**src/decoder_pkg.sv**
```systemverilog
`default_nettype none

package decoder_pkg;

    // lattice size in the two code dimensions
    localparam int code_distance_x = 3;
    localparam int code_distance_z = 3;

    // syndrome rounds stacked as the third dimension
    localparam int measurement_rounds = 3;

    localparam int pu_count = code_distance_x * code_distance_z * measurement_rounds;

    // every unit has x-, x+, z-, z+, round-, round+ slots
    localparam int neighbor_count = 6;

    localparam int coord_width = 2;

    // {round, x, z}
    localparam int address_width = 3 * coord_width;

    // matching graph weights per dimension
    localparam int weight_x = 2;
    localparam int weight_z = 1;
    localparam int weight_ud = 1;

    // growth steps needed per link are two per unit of weight
    localparam int cost_x = 2 * weight_x;
    localparam int cost_z = 2 * weight_z;
    localparam int cost_ud = 2 * weight_ud;

    // holds the largest cost
    localparam int growth_width = 3;

    typedef logic [address_width-1:0] address_t;
    typedef logic [growth_width-1:0] growth_t;
    typedef logic [pu_count-1:0] pu_vec_t;

    typedef enum logic [1:0] {
        stage_idle,
        stage_measurement_loading,
        stage_grow,
        stage_merge
    } stage_t;

    // what a link sees of one endpoint
    typedef struct packed {
        address_t root;
        logic increase;
    } link_side_t;

    // unit n = round * 9 + x * 3 + z sits at index n
    typedef address_t [pu_count-1:0] root_array_t;

endpackage

`default_nettype wire

```
**src/neighbor_link.sv**
```systemverilog
`timescale 1ns/1ps
`default_nettype none

module neighbor_link import decoder_pkg::*; #(
    parameter growth_t length = growth_t'(cost_z)
) (
    input wire clk,
    input wire reset,
    input wire stage_t stage,
    input wire link_side_t a,
    input wire link_side_t b,
    output logic fully_grown,
    output address_t a_root_out,
    output address_t b_root_out
);

    growth_t count;
    growth_t next_count;
    logic [growth_width:0] step_sum;

    // both endpoints grow the same edge up to its cost
    always_comb begin
        step_sum = {1'b0, count}
            + {{growth_width{1'b0}}, a.increase}
            + {{growth_width{1'b0}}, b.increase};
        if (step_sum >= {1'b0, length}) begin
            next_count = length;
        end else begin
            next_count = step_sum[growth_width-1:0];
        end
    end

    always_ff @(posedge clk) begin
        if (reset) begin
            count <= '0;
        end else begin
            case (stage)
                stage_measurement_loading: count <= '0;
                stage_grow: count <= next_count;
                default: begin
                end
            endcase
        end
    end

    assign fully_grown = (count == length);

    // roots cross the edge in both directions
    assign a_root_out = a.root;
    assign b_root_out = b.root;

    count_bounded_a: assert property (
        @(posedge clk) disable iff (reset)
        count <= length
    );

endmodule

`default_nettype wire

```
**src/processing_unit.sv**
```systemverilog
`timescale 1ns/1ps
`default_nettype none

module processing_unit import decoder_pkg::*; (
    input wire clk,
    input wire reset,
    input wire stage_t stage,
    input wire init_is_error_syndrome,
    input wire address_t self_address,
    input wire [neighbor_count-1:0] neighbor_is_fully_grown,
    input wire address_t [neighbor_count-1:0] neighbor_roots,
    output stage_t stage_q,
    output link_side_t side,
    output address_t root,
    output logic busy
);

    logic defect;
    address_t merged_root;

    // smallest root visible across fully grown links
    always_comb begin
        merged_root = root;
        for (int i = 0; i < neighbor_count; i++) begin
            if (neighbor_is_fully_grown[i] && (neighbor_roots[i] < merged_root)) begin
                merged_root = neighbor_roots[i];
            end
        end
    end

    always_ff @(posedge clk) begin
        if (reset) begin
            stage_q <= stage_idle;
            defect <= 1'b0;
            root <= self_address;
            busy <= 1'b0;
        end else begin
            // one cycle of pipeline delay on the stage
            stage_q <= stage;
            busy <= 1'b0;
            case (stage_q)
                stage_measurement_loading: begin
                    defect <= init_is_error_syndrome;
                    root <= self_address;
                end
                stage_merge: begin
                    root <= merged_root;
                    busy <= (merged_root != root);
                end
                default: begin
                end
            endcase
        end
    end

    // defect units push growth into every link they touch
    assign side = link_side_t'{root: root, increase: defect};

    // roots only ever flood downward from the site's own address
    root_bounded_a: assert property (
        @(posedge clk) disable iff (reset)
        (stage_q != stage_measurement_loading) |-> (root <= self_address)
    );

endmodule

`default_nettype wire

```
**src/decoder_mesh.sv**
```systemverilog
`timescale 1ns/1ps
`default_nettype none

module decoder_mesh import decoder_pkg::*; (
    input wire clk,
    input wire reset,
    input wire stage_t stage,
    input wire pu_vec_t is_error_syndromes,
    output root_array_t roots,
    output logic has_message_flying
);

    // x, z and round
    localparam int dims = 3;

    stage_t stage_q [pu_count];
    link_side_t side [pu_count];
    address_t unit_root [pu_count];
    logic unit_busy [pu_count];
    pu_vec_t busy_q;

    wire [neighbor_count-1:0] nb_grown [pu_count];
    wire address_t [neighbor_count-1:0] nb_roots [pu_count];

    // outputs of the positive-direction link owned by each unit
    wire grown [dims][pu_count];
    wire address_t a_root [dims][pu_count];
    wire address_t b_root [dims][pu_count];

    for (genvar r = 0; r < measurement_rounds; r++) begin : g_round
        for (genvar x = 0; x < code_distance_x; x++) begin : g_x
            for (genvar z = 0; z < code_distance_z; z++) begin : g_z
                localparam int n = r * code_distance_x * code_distance_z
                    + x * code_distance_z + z;
                localparam address_t self_address = address_t'(
                    (r << (2 * coord_width)) | (x << coord_width) | z);

                processing_unit unit_i (
                    .clk(clk),
                    .reset(reset),
                    .stage(stage),
                    .init_is_error_syndrome(is_error_syndromes[n]),
                    .self_address(self_address),
                    .neighbor_is_fully_grown(nb_grown[n]),
                    .neighbor_roots(nb_roots[n]),
                    .stage_q(stage_q[n]),
                    .side(side[n]),
                    .root(unit_root[n]),
                    .busy(unit_busy[n])
                );

                for (genvar d = 0; d < dims; d++) begin : g_dim
                    localparam int coord = (d == 0) ? x : ((d == 1) ? z : r);
                    localparam int size = (d == 0) ? code_distance_x
                        : ((d == 1) ? code_distance_z : measurement_rounds);
                    localparam int stride = (d == 0) ? code_distance_z
                        : ((d == 1) ? 1 : code_distance_x * code_distance_z);
                    localparam growth_t length = (d == 0) ? growth_t'(cost_x)
                        : ((d == 1) ? growth_t'(cost_z) : growth_t'(cost_ud));

                    // the lower-index unit is side a and supplies the stage
                    if (coord < size - 1) begin : g_link
                        neighbor_link #(
                            .length(length)
                        ) link_i (
                            .clk(clk),
                            .reset(reset),
                            .stage(stage_q[n]),
                            .a(side[n]),
                            .b(side[n + stride]),
                            .fully_grown(grown[d][n]),
                            .a_root_out(a_root[d][n]),
                            .b_root_out(b_root[d][n])
                        );
                    end else begin : g_edge
                        assign grown[d][n] = 1'b0;
                        assign a_root[d][n] = '1;
                        assign b_root[d][n] = '1;
                    end

                    // plus slot is tied inactive by g_edge at the lattice edge
                    assign nb_grown[n][2 * d + 1] = grown[d][n];
                    assign nb_roots[n][2 * d + 1] = b_root[d][n];

                    if (coord > 0) begin : g_minus
                        assign nb_grown[n][2 * d] = grown[d][n - stride];
                        assign nb_roots[n][2 * d] = a_root[d][n - stride];
                    end else begin : g_no_minus
                        assign nb_grown[n][2 * d] = 1'b0;
                        assign nb_roots[n][2 * d] = '1;
                    end
                end
            end
        end
    end

    always_comb begin
        for (int n = 0; n < pu_count; n++) begin
            roots[n] = unit_root[n];
        end
    end

    // second register stage on the busy flags
    always_ff @(posedge clk) begin
        if (reset) begin
            busy_q <= '0;
        end else begin
            for (int n = 0; n < pu_count; n++) begin
                busy_q[n] <= unit_busy[n];
            end
        end
    end

    assign has_message_flying = |busy_q;

endmodule

`default_nettype wire

```
**config.mk**
```make
export PLATFORM = sky130hd
export DESIGN_NAME = decoder_mesh
export DESIGN_NICKNAME = d
export VERILOG_FILES = /design/src/decoder_pkg.sv /design/src/neighbor_link.sv /design/src/processing_unit.sv /design/src/decoder_mesh.sv
export SDC_FILE = /design/constraint.sdc
export NUM_CORES = 2
export LEC_CHECK = 0
export BUFFER_PORTS_ARGS = -buffer_cell sky130_fd_sc_hd__buf_4
export CAP_MARGIN = 20
export CORE_MARGIN = 2
export CORE_UTILIZATION = 45
export CTS_BUF_LIST = sky130_fd_sc_hd__clkbuf_2 sky130_fd_sc_hd__clkbuf_4 sky130_fd_sc_hd__clkbuf_8
export DETAILED_ROUTE_END_ITERATION = 16
export MAX_ROUTING_LAYER = met4
export SLEW_MARGIN = 25
export SYNTH_ARGS = -nofsm -noshare
export SYNTH_HDL_FRONTEND = slang
export SYNTH_HIERARCHICAL = 1
export SYNTH_SLANG_ARGS = --single-unit
export TNS_END_PERCENT = 10
```
**constraint.sdc**
```tcl
create_clock -name clk -period 11.4 [get_ports clk]
set_input_delay 1.71 -clock clk [delete_from_list [all_inputs] [get_ports clk]]
set_output_delay 1.71 -clock clk [all_outputs]
set_load 0.02 [all_outputs]
```
Word-level counts from Yosys, hierarchy flattened
Cells that the tools add are included.
- add/subtract/negate cells: 108
- magnitude comparators: 162
- equal/unequal tests: 84
- multiplexer cells: 243
- bitwise logic cells: 1
- reduce and logical (&&, ||, !) cells: 112
- operator list (cell ; count):
    less-than comparator 6 bit ; 108
    two-way mux 6 bit ; 108
    one-hot mux 3 bit (2 select lines) ; 54
    one-hot mux 6 bit (2 select lines) ; 27
    adder 3 x 1 -> 4 bit ; 54
    adder 4 x 1 -> 4 bit ; 54
    two-way mux 3 bit ; 54
    != test 6 bit ; 27
    >= comparator 4 x 2 -> 1 bit, second input constant ; 36
    == test 3 x 2 -> 1 bit, second input constant ; 36
    logical AND 1 bit ; 108
    >= comparator 4 x 3 -> 1 bit, second input constant ; 18
    == test 3 bit, second input constant ; 18
    OR reduction 27 bit ; 1
    == test 2 bit, second input constant ; 2
    nonzero test 2 bit ; 2
    == test 2 x 1 -> 1 bit, second input constant ; 1
    OR reduction 2 bit ; 1
    inverter 1 bit ; 1
- register bits after elaboration: 407
- logic and storage cells: 847

Logic depth before layout (Yosys ltp)
- depth in word-level cells: 19
- depth in mapped cells: 53
- gate-level depth less buffers: 51

Cells and area by module
Netlist, hierarchy kept.
- modules (own cells, without submodules) (module ; times used ; cells an instance ; area an instance (um2) ; seq. area each (um2)):
    processing_unit ; 27 ; 306 ; 2347.3 ; 260.2
    neighbor_link at g_round[0].g_x[0].g_z[0].g_dim[1].g_link.link_i ... ; 36 ; 40 ; 320.3 ; 60.1
    neighbor_link at g_round[0].g_x[0].g_z[0].g_dim[0].g_link.link_i ... ; 18 ; 39 ; 316.6 ; 60.1
    decoder_mesh ; 1 ; 67 ; 784.5 ; 540.5

Worst setup path after synthesis
OpenSTA, ideal clock, no wires.
- path kind: flip-flop to flip-flop
- from: reg g_round[1].g_x[0].g_z[1].unit_i.root[4]
- to: reg g_round[1].g_x[1].g_z[1].unit_i.busy
- setup time: 0.074 ns
- data arrival time: 9.831 ns
- path slack: 1.495 ns
- stages on the path, launching flop included: 51
- clock period less this slack: 9.905 ns
- cells stage by stage: edfxtp_1 > buf_4 > buf_4 > ha_1 > nand2_1 > o211ai_1 > a21o_1 > mux2_2 > inv_1 > ha_1 > nand3_1 > nor2_1 > mux2_2 > a211o_1 > nand2_2 > buf_6 > nand2_1 > o21ai_0 > (+15 left out) > mux2i_1 > ha_1 > a311o_1 > a21o_1 > a311oi_4 > o21ai_1 > and2_1 > ha_1 > nor2b_1 > o21ai_0 > nand3b_1 > nor3_1 > nand3_1 > o31ai_4 > nor3_2 > or3_1 > and4b_1 > a31oi_1
- cells in the longest elaborated chain, start to end: 19
- RTL lines (element ; RTL line ; source):
    start: declaration ; processing_unit.sv:14 ; output address_t root,
    start signal: assignment ; processing_unit.sv:35 ; root <= self_address;
    start signal: assignment ; processing_unit.sv:44 ; root <= self_address;
    start signal: assignment ; processing_unit.sv:47 ; root <= merged_root;
    less-than comparator 6 bit ; processing_unit.sv:25 ; if (neighbor_is_fully_grown[i] && (neighbor_roots[i] < merged_root)) begin
    logical AND 1 bit ; processing_unit.sv:25 ;
    two-way mux 6 bit * ; processing_unit.sv:25 ;
    less-than comparator 6 bit ; processing_unit.sv:25 ;
    logical AND 1 bit ; processing_unit.sv:25 ;
    two-way mux 6 bit * ; processing_unit.sv:25 ;
    less-than comparator 6 bit ; processing_unit.sv:25 ;
    logical AND 1 bit ; processing_unit.sv:25 ;
    (+3 left out) ; -- ;
    two-way mux 6 bit * ; processing_unit.sv:25 ;
    less-than comparator 6 bit ; processing_unit.sv:25 ;
    logical AND 1 bit ; processing_unit.sv:25 ;
    two-way mux 6 bit * ; processing_unit.sv:25 ;
    less-than comparator 6 bit ; processing_unit.sv:25 ;
    logical AND 1 bit ; processing_unit.sv:25 ;
    two-way mux 6 bit * ; processing_unit.sv:25 ;
    != test 6 bit * ; processing_unit.sv:48 ; busy <= (merged_root != root);
    end signal: assignment ; processing_unit.sv:48 ;
    end: declaration ; processing_unit.sv:15 ; output logic busy
Every way passes the cells marked *; elsewhere a longest branch is shown, timed or not.
A chain may end at the register's enable or synchronous reset.

Final worst setup path
- from: reg g_round[1].g_x[1].g_z[1].unit_i.root[5]
- to: reg g_round[1].g_x[1].g_z[1].unit_i.busy
- cells in the longest elaborated chain, start to end: 19
- RTL lines (element ; RTL line):
    start: declaration ; processing_unit.sv:14
    start signal: assignment ; processing_unit.sv:35
    start signal: assignment ; processing_unit.sv:44
    start signal: assignment ; processing_unit.sv:47
    less-than comparator 6 bit ; processing_unit.sv:25
    logical AND 1 bit ; processing_unit.sv:25
    two-way mux 6 bit ; processing_unit.sv:25
    less-than comparator 6 bit ; processing_unit.sv:25
    logical AND 1 bit ; processing_unit.sv:25
    two-way mux 6 bit ; processing_unit.sv:25
    less-than comparator 6 bit ; processing_unit.sv:25
    logical AND 1 bit ; processing_unit.sv:25
    (+3 left out) ; --
    two-way mux 6 bit ; processing_unit.sv:25
    less-than comparator 6 bit ; processing_unit.sv:25
    logical AND 1 bit ; processing_unit.sv:25
    two-way mux 6 bit ; processing_unit.sv:25
    less-than comparator 6 bit ; processing_unit.sv:25
    logical AND 1 bit ; processing_unit.sv:25
    two-way mux 6 bit ; processing_unit.sv:25
    != test 6 bit * ; processing_unit.sv:48
Marked as above.

==> insert_results.sql <==
INSERT INTO impl_metrics (metric_group, metric, value, unit) VALUES
('routing', 'routed_wl', '273', 'mm'),
('hold_path', 'min_path_type', 'flop to flop', ''),
('worst_setup_path', 'criticalPathCategory', 'flop to flop', ''),
('global_routing', 'gr-usage-all-layers', '0.293', ''),
('yosys', 'synth.ff_latch_count', '459', ''),
('timing', 'fin_crit', '10.69', 'ns'),
('yosys', 'number_of_flops_mapped_to_enable_cells_by_yosys', '162', ''),
('worst_setup_path', 'longest_individual_stage_delay_on_the_worst_path', '0.45', 'ns'),
('yosys', 'syn_avg_cell_area', '7.77', 'µm²'),
('floorplanning', 'io_count', '194', ''),
('final_layout', 'postLayoutCellArea', '0.0873', 'mm²'),
('job', 'max_cap_viol_count', '0', ''),
('timing', 'timing_hold_violations_final', '0', ''),
('routing', 'avgViaCountPerCell', '5.69', ''),
('floorplanning', 'core_area', '0.180', 'mm²'),
('timing', 'finalCritPeriodShare', '0.938', ''),
('floorplanning', 'core.rowCount', '156', ''),
('clocking', 'clk_latency', '0.89', 'ns'),
('worst_setup_path', 'critical_path.endpoint_type', 'flop', ''),
('timing', 'worst_clock_skew', '0.0524', 'ns'),
('worst_setup_path', 'timing.critical_path.fanout_max', '11', ''),
('clocking', 'path_clk_slew', '0.07', 'ns'),
('routing', 'route.vias.total', '77993', ''),
('timing', 'setup_viol_count_final', '0', ''),
('routing', 'drc', '0', ''),
('worst_setup_path', 'slowest_stage', 'a311o_2', ''),
('timing', 'report.final.slew_viol_count', '0', ''),
('global_routing', 'gr-total-overflow', '0', ''),
('routing', 'drtAntennaViolNets', '0', ''),
('worst_setup_path', 'critical_path.most_common_cell', 'ha_1', ''),
('power', 'worst_ir_drop_on_vdd', '113', 'µV'),
('global_routing', 'grt_start_max_net_pins', '115', ''),
('floorplanning', 'die_width', '429', 'µm'),
('clocking', 'cts_htree_levels', '3', ''),
('clocking', 'max_clock_buf_depth', '3', ''),
('timing', 'relSlewSlack', '0.201', ''),
('timing', 'worst-slew-pin-transition', '1.20', 'ns'),
('clocking', 'tritoncts', 'built', ''),
('floorplanning', 'start_util', '0.452', ''),
('clocking', 'cts_root_buf', 'clkbuf_8', ''),
('clocking', 'cts_inserted_buffers', '98', ''),
('floorplanning', 'die-area', '0.184', 'mm²'),
('power', 'static_leakage', '37.3', 'nW'),
('placed_design', 'port_buffers', '193', ''),
('timing', 'fmax', '93.6', 'MHz'),
('worst_setup_path', 'setup.worst_path.start_class', 'flop', ''),
('placed_design', 'gp_congestion', '0.936', ''),
('worst_setup_path', 'cp_data_required_time', '12.15', 'ns'),
('global_routing', 'grt_antenna_before_repair', '17', ''),
('final_layout', 'layout-drive-gt1-share', '0.135', ''),
('power', 'power_density', '91.3', 'mW/mm²'),
('placed_design', 'dpl_cell_area', '0.0850', 'mm²'),
('worst_setup_path', 'cp_data_arrival_time', '11.44', 'ns'),
('final_layout', 'fillers', '17934', ''),
('clocking', 'number_of_clock_sinks_seen_by_cts', '459', ''),
('worst_setup_path', 'ff2ff_path_depth', '50', ''),
('yosys', 'dominantRegCellSynth', 'dfxtp_1', ''),
('final_layout', 'final-seq-area', '0.0108', 'mm²'),
('yosys', 'netlist-cell-type-count', '83', ''),
('power', 'design_power_total', '0.00797', 'W'),
('yosys', 'yosys_warnings', '6', ''),
('global_routing', 'first_global_vias', '73060', ''),
('yosys', 'synthesis.area', '0.0814', 'mm²'),
('final_layout', 'final_core_utilization', '0.485', ''),
('final_layout', 'nNetsFinal', '11963', ''),
('final_layout', 'multi_input_area', '0.0646', 'mm²'),
('routing', 'drt-initial-drc-count', '5950', ''),
('global_routing', 'global_route_wire_length_before_repair', '416', 'mm'),
('routing', 'drt_first_pass_iters', '8', ''),
('final_layout', 'area_growth_syn_to_layout', '7.25', '%'),
('yosys', 'synthCells', '10471', ''),
('routing', 'wire_per_inst', '19.9', 'µm'),
('floorplanning', 'die_height', '429', 'µm'),
('placed_design', 'place.detailed.hpwl', '209', 'mm'),
('final_layout', 'layout.cells.most_common', 'conb_1', ''),
('final_layout', 'most_frequent_cells_in_the_layout', 'conb_1 (1206), inv_1 (1017), nand2_1 (828)', ''),
('yosys', 'synth-seq-area-share', '0.133', ''),
('yosys', 'async_flop_share', '0', ''),
('run_status', 'outcome', 'completed', ''),
('hold_path', 'hold-path-cell-count', '1', '');
[stage by stage]
| step | TNS, ns | hold slack (ns) | std cells | worst slack [ns] |
|---|---|---|---|---|
| 6_report | 0 | 0.418 | 13719 | 0.712 |
| 5_1_grt | -0.0165 | 0.430 | 13713 | -0.0165 |
| 4_1_cts | 0 | 0.421 | 13701 | 0.361 |
| 3_5_place_dp | 0 | 0.425 | 13520 | 0.381 |
| 2_1_floorplan | 0 | 0.414 | 11675 | 1.49 |
| 3_3_place_gp | 0 | 0.415 | 13520 | 0.416 |
[metal layers]
layer	GRT usage	vias up	routed length, µm
li1	-	38483	-
met1	0.373	36754	121000
met2	0.471	2262	124000
met3	0.0323	494	16100
met4	0.118	0	11600
met5	-	-	0
[worst paths after layout]
| path | slack (ns) | start | endpoint |
|---|---|---|---|
| setup / recovery | 0.71 | g_round[1].g_x[1].g_z[1].unit_i/root[5] | g_round[1].g_x[1].g_z[1].unit_i/busy |
| hold / removal | 0.42 | g_round[0].g_x[1].g_z[0].unit_i/busy | busy_q[3] |
| setup reg to reg | 0.71 | g_round[1].g_x[1].g_z[1].unit_i/root[5] | g_round[1].g_x[1].g_z[1].unit_i/busy |
| hold reg to reg | 0.42 | g_round[0].g_x[1].g_z[0].unit_i/busy | busy_q[3] |
[layout make-up]
class,count,area share
timing repair buffer,375,0.0326
multi-input combinational,9306,0.740
sequential,459,0.124
antenna,11,0.000315
clock buffer,147,0.0208
tap,2370,0.0340
clock inverter,34,0.00443
inverter,1017,0.0437
[where the power goes]
group          leakage, nW  internal (W)  switching (W)  total [W]
Sequential            4.03       0.00177      0.0000987    0.00187
Combinational         32.2       0.00151        0.00250    0.00401
Clock                 1.14       0.00120       0.000896    0.00209
[cell families (layout without fill, tap and decap cells)]
group / count (synthesis) / count (layout) / share of synthesized area
adder cells (fa/ha/maj): 675 / 675 / 0.109
AND/OR/NAND/NOR: 3636 / 3636 / 0.243
multiplexers: 378 / 378 / 0.0548
XOR/XNOR: 54 / 54 / 0.00581
AO/OA/AOI/OAI: 3357 / 3357 / 0.326
other: 2 / 1217 / 0.0000923
buffers and inverters: 1910 / 1573 / 0.129
flip-flops: 459 / 459 / 0.133
[flip-flops by register name, indices dropped and copies added (netlist names)]
name	count
g_round.g_x.g_z.unit_i/busy	27
g_round.g_x.g_z.unit_i/defect	27
busy_q	27
g_round.g_x.g_z.unit_i/stage_q	54
g_round.g_x.g_z.g_dim.g_link.link_i/count	162
g_round.g_x.g_z.unit_i/root	162
[repair_timing]
item,in CTS,in global routing
gates resized for setup,0,10
setup buffers,0,7
endpoints found under the hold margin,0,0
hold buffers,0,0
setup endpoints to repair,0,7
[synthesized netlist by cell type, types with 54 or more instances]
library cell | count | area [µm²]
o211ai_1 | 189 | 1420
dfxtp_1 | 297 | 5950
a21boi_0 | 54 | 405
and2_1 | 135 | 845
nand3b_1 | 90 | 676
a311o_1 | 108 | 1080
mux2i_1 | 162 | 1620
buf_4 | 837 | 6280
a31oi_1 | 81 | 507
ha_1 | 621 | 7770
o221ai_1 | 162 | 1420
a211oi_1 | 162 | 1220
or2_2 | 162 | 1010
nor4_1 | 87 | 544
a21boi_1 | 54 | 405
edfxtp_1 | 162 | 4860
o22ai_1 | 54 | 338
o21ai_0 | 567 | 2840
a211oi_2 | 72 | 901
nand4_1 | 100 | 626
nor2b_1 | 189 | 1180
o21ai_1 | 288 | 1440
o21bai_1 | 54 | 405
nand2_1 | 828 | 3110
nor3b_1 | 108 | 811
a211o_1 | 81 | 709
and3_1 | 54 | 338
nor3_1 | 163 | 816
nand2b_1 | 198 | 1240
a21o_1 | 108 | 811
fa_1 | 54 | 1080
nand3_1 | 207 | 1040
inv_1 | 1017 | 3820
nor2_1 | 792 | 2970
a21oi_1 | 594 | 2970
o31a_1 | 54 | 473
mux2_2 | 135 | 1520
a2111oi_2 | 63 | 946
or3_1 | 135 | 845
and4_1 | 82 | 718
[critical path, delay by kind of cell, from the launching register on]
| family | cells | cell delay, ns |
|---|---|---|
| AO/OA/AOI/OAI | 21 | 4.56 |
| adder cells (fa/ha/maj) | 6 | 1.71 |
| buffers and inverters | 5 | 0.57 |
| flip-flops | 1 | 0.35 |
| multiplexers | 3 | 0.95 |
| AND/OR/NAND/NOR | 15 | 2.40 |
No activity file was read; power rests on OpenSTA's default activity.
